<file path="src/i2c_cfg_pkg.sv">
`default_nettype none

package i2c_cfg_pkg;

	localparam int I2C_DWIDTH  = 32;
	localparam int I2C_NACKW   = 4;
	localparam int MACIP_WIDTH = 80;             // 48 bit mac then 32 bit ip

	localparam logic [7:0] SW_ADDR_WR     = 8'hE8; // bus switch, write
	localparam logic [7:0] EEPROM_CHANNEL = 8'd8;  // switch channel byte of the eeprom

	// one i2c engine command
	typedef struct packed {
		logic                 stopbit;
		logic [I2C_NACKW-1:0] nack;
		logic [I2C_DWIDTH-1:0] data;  // [31:24] address byte, bit 24 is read
	} i2c_cmd_t;

	typedef struct packed {
		logic                  rxvalid;
		logic [I2C_DWIDTH-1:0] rxdata;
	} i2c_rsp_t;

	typedef struct packed {
		logic board;
		logic lmk_adc;
		logic dac;
		logic dac2;
	} init_done_t;

	typedef enum logic [2:0] {
		IDLE,
		ISSUE,
		WAIT_BUSY,
		WAIT_DONE,
		DONE
	} seq_state_t;

	localparam int BOARD_LEN = 13;
	localparam int LMK_LEN   = 4;
	localparam int DAC_LEN   = 3;
	localparam int DAC2_LEN  = 3;

	localparam int BOARD_IDXW = $clog2(BOARD_LEN);
	localparam int FMC_IDXW   = 2;               // device tables hold at most 4 entries

	// select eeprom channel, set word pointer, read 10 bytes, release switch
	localparam i2c_cmd_t BOARD_CMDS [BOARD_LEN] = '{
		'{1'b1, 4'd2, 32'hE808_0000},
		'{1'b1, 4'd2, 32'hA8C8_0000},            // pointer to mac/ip block
		'{1'b1, 4'd1, 32'hA900_0000},
		'{1'b1, 4'd1, 32'hA900_0000},
		'{1'b1, 4'd1, 32'hA900_0000},
		'{1'b1, 4'd1, 32'hA900_0000},
		'{1'b1, 4'd1, 32'hA900_0000},
		'{1'b1, 4'd1, 32'hA900_0000},            // last mac byte
		'{1'b1, 4'd1, 32'hA900_0000},
		'{1'b1, 4'd1, 32'hA900_0000},
		'{1'b1, 4'd1, 32'hA900_0000},
		'{1'b1, 4'd1, 32'hA900_0000},            // last ip byte
		'{1'b1, 4'd2, 32'hE800_0000}
	};

	// clock chip and adc on the first mezzanine
	localparam i2c_cmd_t LMK_CMDS [LMK_LEN] = '{
		'{1'b1, 4'd2, 32'hE802_0000},
		'{1'b1, 4'd4, 32'h5800_0090},
		'{1'b1, 4'd4, 32'h5801_4302},
		'{1'b1, 4'd4, 32'h5A00_0001}
	};

	localparam i2c_cmd_t DAC_CMDS [DAC_LEN] = '{
		'{1'b1, 4'd2, 32'hE802_0000},
		'{1'b1, 4'd4, 32'h5C02_0082},
		'{1'b1, 4'd4, 32'h5C03_A300}
	};

	// second dac sits behind the other switch channel
	localparam i2c_cmd_t DAC2_CMDS [DAC2_LEN] = '{
		'{1'b1, 4'd2, 32'hE804_0000},
		'{1'b1, 4'd4, 32'h5C02_0082},
		'{1'b1, 4'd4, 32'h5C03_A300}
	};

endpackage

`default_nettype wire

</file>
<file path="src/board_init_seq.sv">
`timescale 1ns/1ps
`default_nettype none

module board_init_seq import i2c_cfg_pkg::*; (
	input  logic     clkcfg,
	input  logic     poweronreset,
	input  logic     busy,
	output i2c_cmd_t cmd,
	output logic     start,
	output logic     done
);

	seq_state_t            state;
	logic [BOARD_IDXW-1:0] idx;
	logic                  last_entry;

	assign last_entry = (idx == BOARD_IDXW'(BOARD_LEN - 1));

	assign cmd   = BOARD_CMDS[idx];
	assign start = (state == ISSUE);  // single cycle strobe
	assign done  = (state == DONE);

	always_ff @(posedge clkcfg) begin
		if (poweronreset) begin
			state <= IDLE;
			idx   <= '0;
		end else begin
			case (state)
				IDLE: begin
					state <= ISSUE;  // enabled once reset is released
				end
				ISSUE: begin
					state <= WAIT_BUSY;
				end
				WAIT_BUSY: begin
					if (busy) begin
						state <= WAIT_DONE;
					end
				end
				WAIT_DONE: begin
					// falling busy ends the entry
					if (!busy) begin
						if (last_entry) begin
							state <= DONE;
						end else begin
							idx   <= idx + 1'b1;
							state <= ISSUE;
						end
					end
				end
				DONE: begin
					state <= DONE;  // table plays once per reset
				end
				default: begin
					state <= IDLE;
				end
			endcase
		end
	end

	// engine must be idle whenever a new command goes out
	a_start_idle: assert property (
		@(posedge clkcfg) disable iff (poweronreset)
		start |-> !busy
	);

endmodule

`default_nettype wire

</file>
<file path="src/fmc_init_seq.sv">
`timescale 1ns/1ps
`default_nettype none

module fmc_init_seq import i2c_cfg_pkg::*; (
	input  logic       clkcfg,
	input  logic       poweronreset,
	input  logic       enable,
	input  logic       busy,
	output i2c_cmd_t   cmd,
	output logic       start,
	output logic [2:0] stage_done
);

	seq_state_t          state;
	logic [1:0]          stage;  // 0 lmk/adc, 1 dac, 2 dac2
	logic [FMC_IDXW-1:0] idx;
	logic                last_entry;

	// table select by stage
	always_comb begin
		case (stage)
			2'd0: begin
				cmd        = LMK_CMDS[idx];
				last_entry = (idx == FMC_IDXW'(LMK_LEN - 1));
			end
			2'd1: begin
				cmd        = DAC_CMDS[idx];
				last_entry = (idx == FMC_IDXW'(DAC_LEN - 1));
			end
			2'd2: begin
				cmd        = DAC2_CMDS[idx];
				last_entry = (idx == FMC_IDXW'(DAC2_LEN - 1));
			end
			default: begin
				cmd        = '0;
				last_entry = 1'b1;
			end
		endcase
	end

	assign start = (state == ISSUE);

	always_ff @(posedge clkcfg) begin
		if (poweronreset) begin
			state      <= IDLE;
			stage      <= 2'd0;
			idx        <= '0;
			stage_done <= 3'b000;
		end else begin
			case (state)
				IDLE: begin
					if (enable) begin
						state <= ISSUE;  // board table finished
					end
				end
				ISSUE: begin
					state <= WAIT_BUSY;
				end
				WAIT_BUSY: begin
					if (busy) begin
						state <= WAIT_DONE;
					end
				end
				WAIT_DONE: begin
					if (!busy) begin
						if (last_entry) begin
							stage_done[stage] <= 1'b1;
							idx               <= '0;
							if (stage == 2'd2) begin
								state <= DONE;
							end else begin
								stage <= stage + 1'b1;
								state <= ISSUE;
							end
						end else begin
							idx   <= idx + 1'b1;
							state <= ISSUE;
						end
					end
				end
				DONE: begin
					state <= DONE;
				end
				default: begin
					state <= IDLE;
				end
			endcase
		end
	end

	// done bits fill from the bottom, one stage at a time
	a_stage_order: assert property (
		@(posedge clkcfg) disable iff (poweronreset)
		$changed(stage_done) |-> stage_done == (($past(stage_done) << 1) | 3'b001)
	);

endmodule

`default_nettype wire

</file>
<file path="src/i2c_cmd_arbiter.sv">
`timescale 1ns/1ps
`default_nettype none

module i2c_cmd_arbiter import i2c_cfg_pkg::*; (
	input  logic       clkcfg,
	input  logic       poweronreset,
	input  i2c_cmd_t   board_cmd,
	input  logic       board_start,
	input  logic       board_done,
	input  i2c_cmd_t   fmc_cmd,
	input  logic       fmc_start,
	input  logic [2:0] fmc_done,
	input  i2c_cmd_t   host_cmd,
	input  logic       host_start,
	input  logic       host_mux_reset_b,
	input  i2c_rsp_t   rsp,
	output i2c_cmd_t   cmd,
	output logic       cmd_start,
	output init_done_t init_done,
	output logic       mux_reset_b,
	output i2c_rsp_t   host_rsp
);

	logic                  fmc_all_done;
	logic                  host_own;
	logic                  rsp_valid_q;
	logic [I2C_DWIDTH-1:0] rsp_data_q;

	assign fmc_all_done = &fmc_done;
	assign host_own     = board_done & fmc_all_done;

	// source follows init progress and the host comes after everything is up
	always_comb begin
		if (!board_done) begin
			cmd       = board_cmd;
			cmd_start = board_start;
		end else if (!fmc_all_done) begin
			cmd       = fmc_cmd;
			cmd_start = fmc_start;
		end else begin
			cmd       = host_cmd;
			cmd_start = host_start;
		end
	end

	assign init_done.board   = board_done;
	assign init_done.lmk_adc = fmc_done[0];
	assign init_done.dac     = fmc_done[1];
	assign init_done.dac2    = fmc_done[2];

	assign mux_reset_b = host_mux_reset_b | ~host_own;  // switch out of reset during init

	always_ff @(posedge clkcfg) begin
		if (poweronreset) begin
			rsp_valid_q <= 1'b0;
		end else begin
			rsp_valid_q <= rsp.rxvalid & host_own;
		end
	end

	always_ff @(posedge clkcfg) begin
		if (rsp.rxvalid && host_own) begin
			rsp_data_q <= rsp.rxdata;
		end
	end

	assign host_rsp = '{rxvalid: rsp_valid_q, rxdata: rsp_data_q};

	// init strobes only come from the sequencer that owns the engine
	a_board_owner: assert property (
		@(posedge clkcfg) disable iff (poweronreset)
		board_start |-> !board_done
	);

	a_fmc_owner: assert property (
		@(posedge clkcfg) disable iff (poweronreset)
		fmc_start |-> board_done && !fmc_all_done
	);

endmodule

`default_nettype wire

</file>
<file path="src/eeprom_capture.sv">
`timescale 1ns/1ps
`default_nettype none

module eeprom_capture import i2c_cfg_pkg::*; (
	input  logic                   clkcfg,
	input  logic                   poweronreset,
	input  i2c_cmd_t               cmd,
	input  logic                   cmd_start,
	input  logic                   board_done,
	input  i2c_rsp_t               rsp,
	output logic [MACIP_WIDTH-1:0] mac_ip
);

	logic [7:0] last_addr;  // address byte of the command in flight
	logic [7:0] channel;    // current bus switch selection
	logic       capture;

	// read byte from the eeprom while the board table still runs
	assign capture = rsp.rxvalid && !board_done
		&& (channel == EEPROM_CHANNEL) && last_addr[0];

	always_ff @(posedge clkcfg) begin
		if (poweronreset) begin
			last_addr <= 8'h00;
			channel   <= 8'h00;
		end else if (cmd_start) begin
			last_addr <= cmd.data[31:24];
			if (cmd.data[31:24] == SW_ADDR_WR) begin
				channel <= cmd.data[23:16];
			end
		end
	end

	// first byte read ends up in the top of the word
	always_ff @(posedge clkcfg) begin
		if (poweronreset) begin
			mac_ip <= '0;
		end else if (capture) begin
			mac_ip <= {mac_ip[MACIP_WIDTH-9:0], rsp.rxdata[7:0]};
		end
	end

endmodule

`default_nettype wire

</file>
<file path="src/i2c_cfg_top.sv">
`timescale 1ns/1ps
`default_nettype none

module i2c_cfg_top import i2c_cfg_pkg::*; (
	input  logic                   clkcfg,
	input  logic                   poweronreset,
	output i2c_cmd_t               cmd,
	output logic                   cmd_start,
	input  logic                   busy,
	input  i2c_rsp_t               rsp,
	input  i2c_cmd_t               host_cmd,
	input  logic                   host_start,
	input  logic                   host_mux_reset_b,
	output i2c_rsp_t               host_rsp,
	output init_done_t             init_done,
	output logic                   mux_reset_b,
	output logic [MACIP_WIDTH-1:0] mac_ip
);

	i2c_cmd_t   board_cmd;
	logic       board_start;
	logic       board_done;
	i2c_cmd_t   fmc_cmd;
	logic       fmc_start;
	logic [2:0] fmc_done;

	board_init_seq board_init_seq_i (
		.clkcfg       (clkcfg),
		.poweronreset (poweronreset),
		.busy         (busy),
		.cmd          (board_cmd),
		.start        (board_start),
		.done         (board_done)
	);

	// front end starts once the board table is through
	fmc_init_seq fmc_init_seq_i (
		.clkcfg       (clkcfg),
		.poweronreset (poweronreset),
		.enable       (board_done),
		.busy         (busy),
		.cmd          (fmc_cmd),
		.start        (fmc_start),
		.stage_done   (fmc_done)
	);

	i2c_cmd_arbiter i2c_cmd_arbiter_i (
		.clkcfg           (clkcfg),
		.poweronreset     (poweronreset),
		.board_cmd        (board_cmd),
		.board_start      (board_start),
		.board_done       (board_done),
		.fmc_cmd          (fmc_cmd),
		.fmc_start        (fmc_start),
		.fmc_done         (fmc_done),
		.host_cmd         (host_cmd),
		.host_start       (host_start),
		.host_mux_reset_b (host_mux_reset_b),
		.rsp              (rsp),
		.cmd              (cmd),
		.cmd_start        (cmd_start),
		.init_done        (init_done),
		.mux_reset_b      (mux_reset_b),
		.host_rsp         (host_rsp)
	);

	// snoops the arbitrated command stream
	eeprom_capture eeprom_capture_i (
		.clkcfg       (clkcfg),
		.poweronreset (poweronreset),
		.cmd          (cmd),
		.cmd_start    (cmd_start),
		.board_done   (board_done),
		.rsp          (rsp),
		.mac_ip       (mac_ip)
	);

endmodule

`default_nettype wire

</file>
<file path="config.mk">
export PLATFORM = sky130hd
export DESIGN_NAME = i2c_cfg_top
export DESIGN_NICKNAME = d
export VERILOG_FILES = /design/src/i2c_cfg_pkg.sv /design/src/board_init_seq.sv /design/src/fmc_init_seq.sv /design/src/i2c_cmd_arbiter.sv /design/src/eeprom_capture.sv /design/src/i2c_cfg_top.sv
export SDC_FILE = /design/constraint.sdc
export NUM_CORES = 1
export LEC_CHECK = 0
export ABC_AREA = 1
export BUFFER_PORTS_ARGS = -buffer_cell sky130_fd_sc_hd__buf_2
export CAP_MARGIN = 20
export CORE_MARGIN = 1
export CORE_UTILIZATION = 40
export CTS_CLUSTER_DIAMETER = 120
export DETAILED_ROUTE_END_ITERATION = 6
export HOLD_SLACK_MARGIN = 0.06
export PLACE_DENSITY = 0.68
export SLEW_MARGIN = 0
export SYNTH_ARGS = -nofsm -noshare
export SYNTH_HDL_FRONTEND = slang
export SYNTH_SLANG_ARGS = --single-unit
</file>
<file path="constraint.sdc">
create_clock -name clkcfg -period 3.2 [get_ports clkcfg]
set_input_delay 0.32 -clock clkcfg [delete_from_list [all_inputs] [get_ports clkcfg]]
set_output_delay 0.32 -clock clkcfg [all_outputs]
set_load 0.01 [all_outputs]
</file>
==> impl_metrics.csv <==
group,metric,value,unit
cts,htreeDepth,4,
cts,clock_sink_count,139,
worst_hold_path,worstHoldPathCells,1,
cts,cts_tree,"done",
final_layout,multi_input_area,2344,um2
routing,wl,15.88,mm
worst_hold_path,hold_start,"rsp[13]",
final_layout,stdcell_area,7716,um2
pwr,ir_worst_vdd,396.9,uV
sta,rsz0062_at_grt,"no",
logic_synthesis,synth_area_leaders,"dfxtp_1 37%, edfxtp_1 16%, nor2_1 14%, o21ai_0 8.3%, nand2_1 5.1%",
sta,max_slew_margin,52.90,%
logic_synthesis,yosys_warnings,0,
logic_synthesis,yosysSeqAreaShare,52.93,%
logic_synthesis,yosysUniqueCellTypes,37,
routing,wire_per_inst,13.91,um
setup_path,criticalPathCategory,"reg2out",
final_layout,layout.nets,1038,
logic_synthesis,syn_area,5862,um2
sta,final-max-slew-violation-count,0,
die,die_w,123.1,um
placed_design,placed_cell_area,7097,um2
cts,clk_pin_slew,0.06,ns
pwr,p_leak,3.609,nW
die,die_y,123.1,um
sta,setup_tns,0,ns
logic_synthesis,ys_ff_latch,139,
placed_design,dp_hpwl,11.47,mm
cts,cts_buffers,17,
logic_synthesis,synth_top_cell_by_area,"dfxtp_1",
routing,dr.pass1.iters,5,
logic_synthesis,synth_cells,724,
sta,hold_viol_final,0,
logic_synthesis,ys.flop_type,"dfxtp_1",
logic_synthesis,synth_top_area_share,36.54,%
cts,clk_latency,0.42,ns
global_route,grt_start_max_net_pins,81,
routing,postRouteAntennaNets,0,
global_route,antenna_found_initial,0,
sta,finalCritPeriodShare,76.68,%
sta,fmax,407.5,MHz
placed_design,io_buffers,230,
die,rows,43,
setup_path,reg2reg_slack,1.04,ns
run,maxCapViolations,0,
setup_path,required,2.88,ns
setup_path,slowest_delay,0.43,ns
setup_path,timing.rr.start,"fmc_init_seq_i.stage_done[0]",
setup_path,cp.arrival,2.13,ns
logic_synthesis,syn_avg_cell_area,8.097,um2
setup_path,r2r-end,"eeprom_capture_i.channel[0]",
routing,vias,5449,
setup_path,worstRegToRegCells,10,
setup_path,worstPathMaxFanout,20,
global_route,first_global_vias,4951,
die,start_util,41.59,%
sta,fin_skew,0.007681,ns
die,ios,231,
global_route,grt.total_usage,20.88,%
logic_synthesis,ys_async_sr_fraction,0,%
worst_hold_path,hold_end,"i2c_cmd_arbiter_i.rsp_data_q[13]",
final_layout,fillCellCount,1384,
final_layout,regArea,3103,um2
setup_path,crit_chain,"nand3_2 > nor2_1 > buf_4 > nand2_1 > o21a_1 > inv_1 > buf_2",
sta,tightest_slew,0.7054,ns
setup_path,worst_setup_path_start_kind,"register",
final_layout,area_delta_synth_final,31.63,%
sta,setup_viol,0,
global_route,overflow,0,
final_layout,drive_gt1_share,30.56,%
routing,drc,0,
worst_hold_path,hp-class,"in2reg",
die,die_area,15140,um2
cts,cts_setup_buffers,0,
setup_path,cp-end-kind,"primary output",
run_status,status,"finished, final reports clean",
routing,drt_iter0_drc,344,
logic_synthesis,yosysMostFrequentCell,"nor2_1",
logic_synthesis,synth_nets,813,
placed_design,place_congestion,0.8684,
routing,viasPerCell,4.771,
cts,clock_tree.root_cell,"clkbuf_16",
logic_synthesis,yosys-top-cells-count,"215 x nor2_1, 107 x dfxtp_1, 97 x o21ai_0",
logic_synthesis,synth_edf_count,32,
cts,clk_path_buf_depth,2,
sta,period_minus_slack,2.454,ns
pwr,p_per_area,521.7,nW/um2
cts,cts_resized,0,
global_route,grt_pass1_wl,24.25,mm
final_layout,diodes,0,
setup_path,critical_path.slowest_cell,"dfxtp_1",
cts,hold_buffers,0,
die,coreArea,14100,um2
power by group:
group	internal (mW)	switching [mW]
Combinational	0.111	0.149
Sequential	1.82	0.0216
Clock	1.10	0.820
critical path, delay by kind of cell (launching register included):
family	cells	cell delay, ns
compound gates	1	0.14
flops	1	0.43
simple gates	3	0.74
buf+inv	3	0.40
stage by stage:
step                total power [mW]  setup slack, ns  hold slack (ns)  instances  util, %
floorplan                      2.039           0.3503           0.3985        724        -
global placement               2.136            1.096           0.4574       1106    50.35
detailed placement             2.139            1.065           0.4683       1106    50.35
CTS                            4.042           0.7165          0.06007       1138    54.46
global route                   4.168           0.5707          0.06030       1142    54.74
finish                         4.025           0.7462          0.06822       1142    54.74
cells by family after synthesis:
logic type                 after synthesis  synth area share, %
and+or+nand+nor                        356                25.72
DFF                                    139                52.93
AOI/OAI and AO/OA                      127                11.23
buffers and inverters                   88                7.129
adders and majority gates               14                2.988
cell usage in the layout (no fill, tap or decap), types with 2 or more instances in the layout:
master	n
buf_2	230
nor2_1	214
dfxtp_1	107
o21ai_0	97
nand2_1	79
inv_1	47
edfxtp_1	32
nand3_1	31
a21oi_1	20
clkbuf_16	17
ha_1	14
buf_4	8
inv_6	6
nand4_1	5
nand3b_1	4
or2_2	4
dlygate4sd3_1	4
nand2_2	3
nand3_2	3
nor2_2	3
a31oi_1	3
clkinv_2	3
inv_8	3
inv_2	2
o21a_1	2
nand2_4	2
nor2_4	2
nor3_1	2
clkinv_4	2
clkinvlp_4	2
routing by layer:
metal	track usage (%)	wire (um)
met1	24.23	6498
met2	34.66	7569
met3	7.657	1438
met5	0	0
met4	8.810	377
sequential cells by signal, summed over array words and instances, names as in the netlist:
register                       flops
eeprom_capture_i.mac_ip           80
eeprom_capture_i.channel           8
fmc_init_seq_i.stage_done          3
fmc_init_seq_i.stage               2
i2c_cmd_arbiter_i.rsp_data_q      32
eeprom_capture_i.last_addr         1
board_init_seq_i.idx               4
board_init_seq_i.state             3
fmc_init_seq_i.idx                 2
i2c_cmd_arbiter_i.rsp_valid_q      1
fmc_init_seq_i.state               3
worst max path at each step:
stage / to / from / cells after the start / slack (ns)
after detailed placement: eeprom_capture_i.channel[0] / fmc_init_seq_i.stage_done[0] / 10 / 1.07
after floorplan: i2c_cmd_arbiter_i.rsp_data_q[0] / fmc_init_seq_i.stage_done[0] / 6 / 0.35
after global placement: eeprom_capture_i.channel[0] / fmc_init_seq_i.stage_done[0] / 10 / 1.10
after global routing: cmd[30] / fmc_init_seq_i.stage_done[0] / 6 / 0.57
after CTS: cmd[18] / fmc_init_seq_i.stage_done[0] / 7 / 0.72
final: cmd[18] / fmc_init_seq_i.stage_done[0] / 7 / 0.75
final cells by class:
type                            count  area share (%)
Multi-Input combinational cell    497           30.37
Clock buffer                       17           5.513
Sequential cell                   139           40.21
Tap cell                          180           2.919
Inverter                           51           2.513
Clock inverter                     15           1.994
Timing Repair Buffer              243           16.47
Power figures use the tool's default switching activity.
